===== config.mk =====
export PLATFORM = sky130hd
export DESIGN_NAME = simple_risc_cpu
export DESIGN_NICKNAME = d
export VERILOG_FILES = /design/src/source/simple_risc_pkg.sv /design/src/source/simple_risc_cpu.sv /design/src/source/datapath.sv /design/src/source/alu_shifter.sv /design/src/source/register_file.sv /design/src/source/control_fsm.sv /design/src/source/fetch_decode.sv
export VERILOG_INCLUDE_DIRS = /design/src /design/src/source
export SDC_FILE = /design/constraint.sdc
export NUM_CORES = 1
export LEC_CHECK = 0
export BUFFER_PORTS_ARGS = -buffer_cell sky130_fd_sc_hd__buf_2
export CAP_MARGIN = 20
export CORE_MARGIN = 5
export CORE_UTILIZATION = 45
export DETAILED_ROUTE_END_ITERATION = 10
export GPL_ROUTABILITY_DRIVEN = 0
export PLACE_DENSITY = 0.73
export SLEW_MARGIN = 5
export SYNTH_ARGS = -nofsm -noshare
export SYNTH_HDL_FRONTEND = slang
export SYNTH_SLANG_ARGS = --single-unit

===== constraint.sdc =====
create_clock -name clk -period 11.6 [get_ports clk]
set_clock_uncertainty 0.05 [all_clocks]
set_input_delay 0.58 -clock clk [delete_from_list [all_inputs] [get_ports clk]]
set_output_delay 0.58 -clock clk [all_outputs]
set_load 0.05 [all_outputs]

===== src/source/simple_risc_config.svh =====
// simple risc core configuration, word, address and register file sizes
`ifndef SIMPLE_RISC_CONFIG_SVH
`define SIMPLE_RISC_CONFIG_SVH

//////////////////////////////////////////////////
// widths
//////////////////////////////////////////////////

// data path and instruction word
`define SR_WORD_W 16

// memory address, also the pc width
`define SR_ADDR_W 8

//////////////////////////////////////////////////
// register file
//////////////////////////////////////////////////

`define SR_NUM_REGS 8

// must cover SR_NUM_REGS
`define SR_REG_IDX_W 3

`endif

===== src/source/simple_risc_pkg.sv =====
// simple risc shared types, instruction encodings, controls and status flags
`include "simple_risc_config.svh"

package simple_risc_pkg;

    typedef enum logic [2:0] {
        OP_ALU  = 3'b101,
        OP_MOV  = 3'b110,
        OP_HALT = 3'b111
    } opcode_e;               // instr[15:13]

    // instr[12:11]; for MOV 10 is the immediate form, 00 the register form
    typedef enum logic [1:0] {
        ALU_ADD = 2'b00,
        ALU_CMP = 2'b01,      // subtract, status only
        ALU_AND = 2'b10,
        ALU_MVN = 2'b11
    } alu_op_e;

    typedef enum logic [1:0] {
        SH_NONE = 2'b00,
        SH_LSL  = 2'b01,
        SH_LSR  = 2'b10,
        SH_ASR  = 2'b11
    } shift_op_e;             // instr[4:3]

    typedef enum logic [1:0] {
        REG_RM = 2'b00,
        REG_RD = 2'b01,
        REG_RN = 2'b10
    } reg_sel_e;

    typedef enum logic [3:0] {
        S_RESET,
        S_PC_UPDATE,
        S_FETCH_WAIT,
        S_LOAD_IR,
        S_DECODE,
        S_HALT,
        S_WRITE_IMM,          // MOV immediate into Rn
        S_LOAD_B,             // Rm into B
        S_LOAD_A,             // Rn into A
        S_CALC,               // C from A and shifted B
        S_CALC_ZA,            // C with A forced to zero
        S_WRITE_C,            // C into Rd
        S_LOAD_STATUS         // CMP flags only
    } cpu_state_e;

    typedef struct packed {
        opcode_e                   opcode;
        alu_op_e                   alu_op;
        shift_op_e                 shift_op;
        logic [`SR_REG_IDX_W-1:0]  rn;
        logic [`SR_REG_IDX_W-1:0]  rd;
        logic [`SR_REG_IDX_W-1:0]  rm;
        logic [`SR_WORD_W-1:0]     sximm8;
    } decoded_instr_t;

    typedef struct packed {
        reg_sel_e  reg_sel;
        logic      wb_imm;        // 1 writes sximm8 back, 0 writes C
        logic      reg_wr;
        logic      load_a;
        logic      load_b;
        logic      load_c;
        logic      load_status;
        logic      zero_a;
    } dp_ctrl_t;

    typedef struct packed {
        logic z;
        logic n;
        logic v;
    } status_flags_t;

endpackage


===== src/source/simple_risc_cpu.sv =====
// simple risc core top, connects fetch/decode, controller and datapath
`timescale 1ns/1ps
`include "simple_risc_config.svh"

module simple_risc_cpu (
    input  logic                           clk,
    input  logic                           rst_n,
    input  logic [`SR_ADDR_W-1:0]          start_pc,
    input  logic [`SR_WORD_W-1:0]          mem_rdata,
    output logic [`SR_ADDR_W-1:0]          mem_addr,
    output logic [`SR_WORD_W-1:0]          out,
    output simple_risc_pkg::status_flags_t flags,
    output logic                           halted
);

    simple_risc_pkg::decoded_instr_t instr;
    simple_risc_pkg::dp_ctrl_t       ctrl;
    logic                            load_pc;
    logic                            clear_pc;
    logic                            load_ir;

    fetch_decode u_fetch (
        .clk       (clk),
        .rst_n     (rst_n),
        .start_pc  (start_pc),
        .mem_rdata (mem_rdata),
        .load_pc   (load_pc),
        .clear_pc  (clear_pc),
        .load_ir   (load_ir),
        .mem_addr  (mem_addr),
        .instr     (instr)
    );

    control_fsm u_ctrl (
        .clk      (clk),
        .rst_n    (rst_n),
        .instr    (instr),
        .load_pc  (load_pc),
        .clear_pc (clear_pc),
        .load_ir  (load_ir),
        .ctrl     (ctrl),
        .halted   (halted)
    );

    datapath u_dp (
        .clk   (clk),
        .rst_n (rst_n),
        .instr (instr),
        .ctrl  (ctrl),
        .out   (out),
        .flags (flags)
    );

endmodule


===== src/source/datapath.sv =====
// execution datapath, operand registers, register file, alu and result/status registers
`timescale 1ns/1ps
`include "simple_risc_config.svh"

module datapath (
    input  logic                            clk,
    input  logic                            rst_n,
    input  simple_risc_pkg::decoded_instr_t instr,
    input  simple_risc_pkg::dp_ctrl_t       ctrl,
    output logic [`SR_WORD_W-1:0]           out,
    output simple_risc_pkg::status_flags_t  flags
);

    logic [`SR_REG_IDX_W-1:0]       reg_idx;
    logic [`SR_WORD_W-1:0]          wb_data;
    logic [`SR_WORD_W-1:0]          r_data;
    logic [`SR_WORD_W-1:0]          a_reg;
    logic [`SR_WORD_W-1:0]          b_reg;
    logic [`SR_WORD_W-1:0]          c_reg;
    logic [`SR_WORD_W-1:0]          a_val;
    logic [`SR_WORD_W-1:0]          alu_result;
    simple_risc_pkg::status_flags_t alu_flags;
    simple_risc_pkg::status_flags_t status;

    // one index for both read and write
    always_comb begin
        case (ctrl.reg_sel)
            simple_risc_pkg::REG_RM: reg_idx = instr.rm;
            simple_risc_pkg::REG_RD: reg_idx = instr.rd;
            default:                 reg_idx = instr.rn;
        endcase
    end

    assign wb_data = ctrl.wb_imm ? instr.sximm8 : c_reg;

    register_file u_regs (
        .clk    (clk),
        .w_data (wb_data),
        .w_addr (reg_idx),
        .w_en   (ctrl.reg_wr),
        .r_addr (reg_idx),
        .r_data (r_data)
    );

    //////////////////////////////////////////////////
    // operands and alu
    //////////////////////////////////////////////////

    always_ff @(posedge clk) begin
        if (ctrl.load_a) a_reg <= r_data;
        if (ctrl.load_b) b_reg <= r_data;
    end

    assign a_val = ctrl.zero_a ? '0 : a_reg;

    alu_shifter u_alu (
        .a_val    (a_val),
        .b_raw    (b_reg),
        .shift_op (instr.shift_op),
        .alu_op   (instr.alu_op),
        .result   (alu_result),
        .flags    (alu_flags)
    );

    // result and status, visible at the core ports
    always_ff @(posedge clk) begin
        if (!rst_n) begin
            c_reg  <= '0;
            status <= '0;
        end else begin
            if (ctrl.load_c)      c_reg  <= alu_result;
            if (ctrl.load_status) status <= alu_flags;
        end
    end

    assign out   = c_reg;
    assign flags = status;

    a_wr_not_with_c: assert property (
        @(posedge clk) disable iff (!rst_n)
        !(ctrl.reg_wr && ctrl.load_c)
    );

endmodule


===== src/source/alu_shifter.sv =====
// operand shifter followed by the alu, with zero, negative and overflow flags
`timescale 1ns/1ps
`include "simple_risc_config.svh"

module alu_shifter (
    input  logic [`SR_WORD_W-1:0]          a_val,
    input  logic [`SR_WORD_W-1:0]          b_raw,
    input  simple_risc_pkg::shift_op_e     shift_op,
    input  simple_risc_pkg::alu_op_e       alu_op,
    output logic [`SR_WORD_W-1:0]          result,
    output simple_risc_pkg::status_flags_t flags
);

    localparam int MSB = `SR_WORD_W - 1;

    logic [`SR_WORD_W-1:0] b_shifted;

    // one bit shifts only
    always_comb begin
        case (shift_op)
            simple_risc_pkg::SH_NONE: b_shifted = b_raw;
            simple_risc_pkg::SH_LSL:  b_shifted = {b_raw[MSB-1:0], 1'b0};
            simple_risc_pkg::SH_LSR:  b_shifted = {1'b0, b_raw[MSB:1]};
            simple_risc_pkg::SH_ASR:  b_shifted = {b_raw[MSB], b_raw[MSB:1]};
            default:                  b_shifted = b_raw;
        endcase
    end

    always_comb begin
        case (alu_op)
            simple_risc_pkg::ALU_ADD: result = a_val + b_shifted;
            simple_risc_pkg::ALU_CMP: result = a_val - b_shifted;
            simple_risc_pkg::ALU_AND: result = a_val & b_shifted;
            simple_risc_pkg::ALU_MVN: result = ~b_shifted;
            default:                  result = b_shifted;
        endcase
    end

    //////////////////////////////////////////////////
    // flags
    //////////////////////////////////////////////////

    always_comb begin
        flags.z = (result == '0);
        flags.n = result[MSB];
        case (alu_op)
            // same sign in, other sign out
            simple_risc_pkg::ALU_ADD:
                flags.v = (a_val[MSB] == b_shifted[MSB]) && (result[MSB] != a_val[MSB]);
            simple_risc_pkg::ALU_CMP:
                flags.v = (a_val[MSB] != b_shifted[MSB]) && (result[MSB] != a_val[MSB]);
            default:
                flags.v = 1'b0;
        endcase
    end

endmodule


===== src/source/register_file.sv =====
// general purpose register file, one synchronous write port and one async read port
`timescale 1ns/1ps
`include "simple_risc_config.svh"

module register_file (
    input  logic                     clk,
    input  logic [`SR_WORD_W-1:0]    w_data,
    input  logic [`SR_REG_IDX_W-1:0] w_addr,
    input  logic                     w_en,
    input  logic [`SR_REG_IDX_W-1:0] r_addr,
    output logic [`SR_WORD_W-1:0]    r_data
);

    logic [`SR_WORD_W-1:0] regs [`SR_NUM_REGS];

    // write on the clock edge
    always_ff @(posedge clk) begin
        if (w_en) begin
            regs[w_addr] <= w_data;
        end
    end

    // read is combinational, new value visible the cycle after a write
    assign r_data = regs[r_addr];

endmodule


===== src/source/control_fsm.sv =====
// multi-cycle controller, sequences fetch, decode and execute steps per instruction
`timescale 1ns/1ps

module control_fsm (
    input  logic                            clk,
    input  logic                            rst_n,
    input  simple_risc_pkg::decoded_instr_t instr,
    output logic                            load_pc,
    output logic                            clear_pc,
    output logic                            load_ir,
    output simple_risc_pkg::dp_ctrl_t       ctrl,
    output logic                            halted
);

    simple_risc_pkg::cpu_state_e state;
    simple_risc_pkg::cpu_state_e next_state;

    always_ff @(posedge clk) begin
        if (!rst_n) begin
            state <= simple_risc_pkg::S_RESET;
        end else begin
            state <= next_state;
        end
    end

    //////////////////////////////////////////////////
    // next state
    //////////////////////////////////////////////////

    always_comb begin
        next_state = state;
        case (state)
            simple_risc_pkg::S_RESET:      next_state = simple_risc_pkg::S_FETCH_WAIT;
            simple_risc_pkg::S_PC_UPDATE:  next_state = simple_risc_pkg::S_FETCH_WAIT;
            simple_risc_pkg::S_FETCH_WAIT: next_state = simple_risc_pkg::S_LOAD_IR;
            simple_risc_pkg::S_LOAD_IR:    next_state = simple_risc_pkg::S_DECODE;
            simple_risc_pkg::S_DECODE: begin
                case (instr.opcode)
                    simple_risc_pkg::OP_MOV: begin
                        // 10 is mov immediate, 00 mov register
                        if (instr.alu_op == simple_risc_pkg::ALU_AND)
                            next_state = simple_risc_pkg::S_WRITE_IMM;
                        else if (instr.alu_op == simple_risc_pkg::ALU_ADD)
                            next_state = simple_risc_pkg::S_LOAD_B;
                        else
                            next_state = simple_risc_pkg::S_HALT;
                    end
                    simple_risc_pkg::OP_ALU: next_state = simple_risc_pkg::S_LOAD_B;
                    default:                 next_state = simple_risc_pkg::S_HALT; // halt or unknown
                endcase
            end
            simple_risc_pkg::S_LOAD_B: begin
                if (instr.opcode == simple_risc_pkg::OP_MOV)
                    next_state = simple_risc_pkg::S_CALC_ZA;
                else if (instr.alu_op == simple_risc_pkg::ALU_MVN)
                    next_state = simple_risc_pkg::S_CALC;    // mvn ignores A
                else
                    next_state = simple_risc_pkg::S_LOAD_A;
            end
            simple_risc_pkg::S_LOAD_A: begin
                if (instr.alu_op == simple_risc_pkg::ALU_CMP)
                    next_state = simple_risc_pkg::S_LOAD_STATUS;
                else
                    next_state = simple_risc_pkg::S_CALC;
            end
            simple_risc_pkg::S_CALC,
            simple_risc_pkg::S_CALC_ZA:     next_state = simple_risc_pkg::S_WRITE_C;
            simple_risc_pkg::S_WRITE_IMM,
            simple_risc_pkg::S_WRITE_C,
            simple_risc_pkg::S_LOAD_STATUS: next_state = simple_risc_pkg::S_PC_UPDATE;
            simple_risc_pkg::S_HALT:        next_state = simple_risc_pkg::S_HALT;
            default:                        next_state = simple_risc_pkg::S_HALT;
        endcase
    end

    //////////////////////////////////////////////////
    // moore controls
    //////////////////////////////////////////////////

    always_comb begin
        load_pc  = 1'b0;
        clear_pc = 1'b0;
        load_ir  = 1'b0;
        ctrl     = '0;
        case (state)
            simple_risc_pkg::S_RESET: begin
                load_pc  = 1'b1;     // pc takes start_pc
                clear_pc = 1'b1;
            end
            simple_risc_pkg::S_PC_UPDATE: load_pc = 1'b1;
            simple_risc_pkg::S_LOAD_IR:   load_ir = 1'b1;
            simple_risc_pkg::S_WRITE_IMM: begin
                ctrl.reg_sel = simple_risc_pkg::REG_RN;
                ctrl.wb_imm  = 1'b1;
                ctrl.reg_wr  = 1'b1;
            end
            simple_risc_pkg::S_LOAD_B: begin
                ctrl.reg_sel = simple_risc_pkg::REG_RM;
                ctrl.load_b  = 1'b1;
            end
            simple_risc_pkg::S_LOAD_A: begin
                ctrl.reg_sel = simple_risc_pkg::REG_RN;
                ctrl.load_a  = 1'b1;
            end
            simple_risc_pkg::S_CALC:      ctrl.load_c = 1'b1;
            simple_risc_pkg::S_CALC_ZA: begin
                ctrl.zero_a = 1'b1;  // mov passes shifted B through the adder
                ctrl.load_c = 1'b1;
            end
            simple_risc_pkg::S_WRITE_C: begin
                ctrl.reg_sel = simple_risc_pkg::REG_RD;
                ctrl.reg_wr  = 1'b1;
            end
            simple_risc_pkg::S_LOAD_STATUS: ctrl.load_status = 1'b1;
            default: ;
        endcase
    end

    // halted shows already in the decode cycle that leads to halt
    assign halted = (state == simple_risc_pkg::S_HALT) ||
                    (state == simple_risc_pkg::S_DECODE && next_state == simple_risc_pkg::S_HALT);

    a_one_operand_load: assert property (
        @(posedge clk) disable iff (!rst_n)
        $onehot0({ctrl.load_a, ctrl.load_b, ctrl.load_c})
    );

    // once halted the core stays idle
    a_halt_sticky: assert property (
        @(posedge clk) disable iff (!rst_n)
        halted |=> halted && !load_pc && !load_ir && ctrl == '0
    );

endmodule


===== src/source/fetch_decode.sv =====
// instruction fetch side, program counter, instruction register and field decode
`timescale 1ns/1ps
`include "simple_risc_config.svh"

module fetch_decode (
    input  logic                            clk,
    input  logic                            rst_n,
    input  logic [`SR_ADDR_W-1:0]           start_pc,
    input  logic [`SR_WORD_W-1:0]           mem_rdata,
    input  logic                            load_pc,
    input  logic                            clear_pc,
    input  logic                            load_ir,
    output logic [`SR_ADDR_W-1:0]           mem_addr,
    output simple_risc_pkg::decoded_instr_t instr
);

    logic [`SR_ADDR_W-1:0] pc;
    logic [`SR_ADDR_W-1:0] next_pc;
    logic [`SR_WORD_W-1:0] ir;

    //////////////////////////////////////////////////
    // program counter
    //////////////////////////////////////////////////

    assign next_pc = clear_pc ? start_pc : pc + 1'b1;

    always_ff @(posedge clk) begin
        if (load_pc) begin
            pc <= next_pc;
        end
    end

    assign mem_addr = pc;   // memory always reads at the pc

    // ir picks up the word read at the previous edge
    always_ff @(posedge clk) begin
        if (load_ir) begin
            ir <= mem_rdata;
        end
    end

    //////////////////////////////////////////////////
    // field decode
    //////////////////////////////////////////////////

    always_comb begin
        instr.opcode   = simple_risc_pkg::opcode_e'(ir[15:13]);
        instr.alu_op   = simple_risc_pkg::alu_op_e'(ir[12:11]);
        instr.shift_op = simple_risc_pkg::shift_op_e'(ir[4:3]);
        instr.rn       = ir[10:8];
        instr.rd       = ir[7:5];
        instr.rm       = ir[2:0];
        // sign extend the low byte
        instr.sximm8   = {{(`SR_WORD_W-8){ir[7]}}, ir[7:0]};
    end

    // fsm never fetches and advances the pc in one step
    a_ir_pc_apart: assert property (
        @(posedge clk) disable iff (!rst_n)
        !(load_ir && load_pc)
    );

endmodule


==> metrics <==
outcome complete, no violations; number of global-route vias before repair approximately 7000; Boundary Pins 54; initial core utilization 0.457; CP Depth 19; Pre-Repair DR Iteration Count 5; Crit Path Category reg -> reg; syn_nets ~1000; DR iter-0 viols roughly 800; R2R depth 19; Clock Path Buffers 3; design area around 0.012 sq mm; root buf cell clkbuf_16; DRC 0; netlist area before placement 0.0103 sq mm; CTS Buf Count 22; endpoints failing hold 0; DIE AREA 0.0260 sq mm; Syn Area/Cell 10.5 sq um; M3 GR Usage 0.0270; Worst Tran Pin Value 0.977 ns; leakage 4.35 nW; RSZ-0062 raised after global routing no; DP Area 0.0109 sq mm; share of layout cells above drive strength 1 0.131; post-synthesis cell count ~980; Clock Sinks around 210; largest net degree at the start of global routing between 60 and 70; final worst-path cycle share 0.414; Area growth syn-to-layout 12.0%; grt peak-use layer met2; Worst EP required 12.00 ns; Top FF cell, synth edfxtp_1; first-pass GRT wire length approximately 40000 microns; number of synthesized flops with an enable pin around 180; post-route minimum period between 4 and 5 ns; Total Wirelength about 26000 microns; M2 GR Usage 0.301; gr usage total 0.191; CP delay by family, top simple AND/OR/NAND/NOR gates; grt total ovfl 0; setup violators final 0; initial antenna violation count 0; Top reg by flops u_dp.u_regs.regs; fmax approximately 0.21 GHz; IO Port Bufs 53; H-tree levels 1; Slowest-stage cell, CP edfxtp_1; Worst setup SP type flop; CP bufs+invs 0; max reg flops 128; CP Cell Sequence mux2i_1 > nor2_1 > a21oi_1 > ha_1 > nand3_1 > nor2_1 > and3_1 > nor2b_1 > nor2_1 > xor2_1 > ha_1 > o21a_1 > o21ai_0 > o311ai_1 > or4b_1 > and3_1 > nand2_1 > nor4bb_1 > a31o_1; power per cell area 148 mW/mm^2; Max VDD drop 0.147 mV; ant diodes 0; Clock Latency Late Sink slightly above 0.5 ns; sequential share of the synthesized area 0.581; # fillers a little over 2000; hold slack between 0.15 and 0.2 ns; DIE HEIGHT approximately 160 microns; average wire per standard cell approximately 19 microns; Total Power Consumption ~1.7 mW; Via-to-Cell Ratio 5.76; grt met1 use 0.279; post-route ant nets 0; Yosys cell types 78; Final Max Tran Viols 0; post-synthesis register bit count 207; Post CTS Setup Buffer Count 0; net count reported at finish 1065; Ys Warns 0; crit path max fanout 28; setup TNS 0 ns; CP endpoint kind flop; Vias 7582; cell mode on critical path nor2_1; Hold WC Path Type in -> reg; MaxCap Viol Count 0; post-cts repair resize count 0; clock tree from TritonCTS done; dpl hpwl approximately 18000 microns; Core Area ~0.023 sq mm; row count between 50 and 60; Async SR Flop Fraction 0; slowest stage delay, CP 1.00 ns; WP data arrival roughly 5.2 ns; cts-stage hold buffer count 0; Hold Path Depth 1; max_slew headroom 0.345; clk slew on worst S/H paths approximately 0.06 ns; Die Wd about 160 microns
==> power by group <==
group / switching [mW] / leakage, nW / internal [mW]
combinational: 0.144 / 2.14 / 0.0713
sequential: 0.0188 / 1.89 / 0.828
clock: 0.277 / 0.320 / 0.370
total: 0.440 / 4.35 / 1.27
==> synthesized netlist by cell type, types with 3 or more instances <==
cell type,number,area share
o21ai_1,18,0.0087
mux2i_1,25,0.024
nor4_1,5,0.0030
clkbuf_1,19,0.0069
a31oi_1,8,0.0049
a211oi_1,11,0.0080
nor3_1,12,0.0058
o21a_1,8,0.0058
dfxtp_1,23,0.045
o21ai_0,32,0.016
buf_2,21,0.010
xor2_1,23,0.020
buf_4,8,0.0058
nor2b_1,20,0.012
buf_6,3,0.0033
buf_1,6,0.0022
nor3b_1,4,0.0029
nor2_1,54,0.020
inv_1,6,0.0022
a21oi_1,38,0.018
ha_1,19,0.023
o31a_1,3,0.0025
and3_1,7,0.0042
nand2b_1,16,0.0097
o21bai_1,3,0.0022
mux2_2,5,0.0055
edfxtp_1,184,0.54
nand3_1,86,0.042
xnor2_1,13,0.011
nand2_1,234,0.085
and2_1,3,0.0018
a21o_1,5,0.0036
==> worst paths after layout <==
path / slack [ns] / end / startpoint
max reg2reg: 6.80 / u_dp.flags[2]$_SDFFE_PN0P_ / u_fetch.ir[3]$_DFFE_PP_
max: 6.80 / u_dp.flags[2]$_SDFFE_PN0P_ / u_fetch.ir[3]$_DFFE_PP_
min: 0.20 / u_fetch.ir[4]$_DFFE_PP_ / mem_rdata[4]
min reg2reg: 0.46 / u_dp.out[4]$_SDFFE_PN0N_ / u_dp.out[4]$_SDFFE_PN0N_
==> through the flow <==
stage / std cells / util / setup slack, ns
final: 1317 / 0.511 / 6.80
after global routing: 1317 / 0.511 / 6.38
after detailed placement: 1277 / 0.481 / 6.87
after global placement: 1276 / 0.481 / 6.97
after floorplan: 977 / - / 6.74
after CTS: 1314 / 0.510 / 6.83
==> worst register-to-register path: stages (launching register included) <==
cell      delay [ns]
edfxtp_1        1.00
mux2i_1         0.27
nor2_1          0.06
a21oi_1         0.27
ha_1            0.26
nand3_1         0.08
nor2_1          0.17
and3_1          0.24
nor2b_1         0.14
nor2_1          0.06
xor2_1          0.17
ha_1            0.36
o21a_1          0.15
o21ai_0         0.10
o311ai_1        0.46
or4b_1          0.17
and3_1          0.18
nand2_1         0.06
nor4bb_1        0.30
a31o_1          0.18
==> per-layer routing <==
| layer | up-vias | routed length [microns] | part of all wire |
|---|---|---|---|
| met5 | - | 0 | 0 |
| met3 | 50 | 1830 | 0.072 |
| met4 | 0 | 736 | 0.029 |
| met2 | 314 | 11600 | 0.45 |
| li1 | 3582 | - | - |
| met1 | 3636 | 11400 | 0.45 |
==> final cells by class <==
| cell class | instances | area (sq um) | area share |
|---|---|---|---|
| flip-flops and latches | 207 | 5990 | 0.519 |
| multi-input cells | 705 | 4080 | 0.353 |
| clock buffers | 27 | 569 | 0.0493 |
| repair buffers | 75 | 439 | 0.0381 |
| well taps | 285 | 357 | 0.0309 |
| clock inverters | 10 | 85.1 | 0.00737 |
| inverters | 8 | 30.0 | 0.00260 |
==> logic make-up (layout without fill, tap and decap cells) <==
group / count (synthesis) / count (layout) / synth area share
compound gates: 155 / 155 / 0.0969
xor+xnor: 36 / 36 / 0.0306
fa+ha+maj: 20 / 20 / 0.0250
buf+inv: 65 / 120 / 0.0313
flops: 207 / 207 / 0.581
mux: 31 / 31 / 0.0308
simple gates: 463 / 463 / 0.205
==> placed cells by master (no fill, tap or decap), types with 11 or more instances in the layout <==
cell type and n:
xnor2_1 13, nand2_1 234, buf_2 54, ha_1 19, nand2b_1 16, a211oi_1 11, buf_4 18, xor2_1 23
o21ai_0 32, nand3_1 86, nor2b_1 20, o21ai_1 18, clkbuf_16 22, nor2_1 52, mux2i_1 25, edfxtp_1 184
a21oi_1 38, dfxtp_1 23
Power figures use the tool's default switching activity.
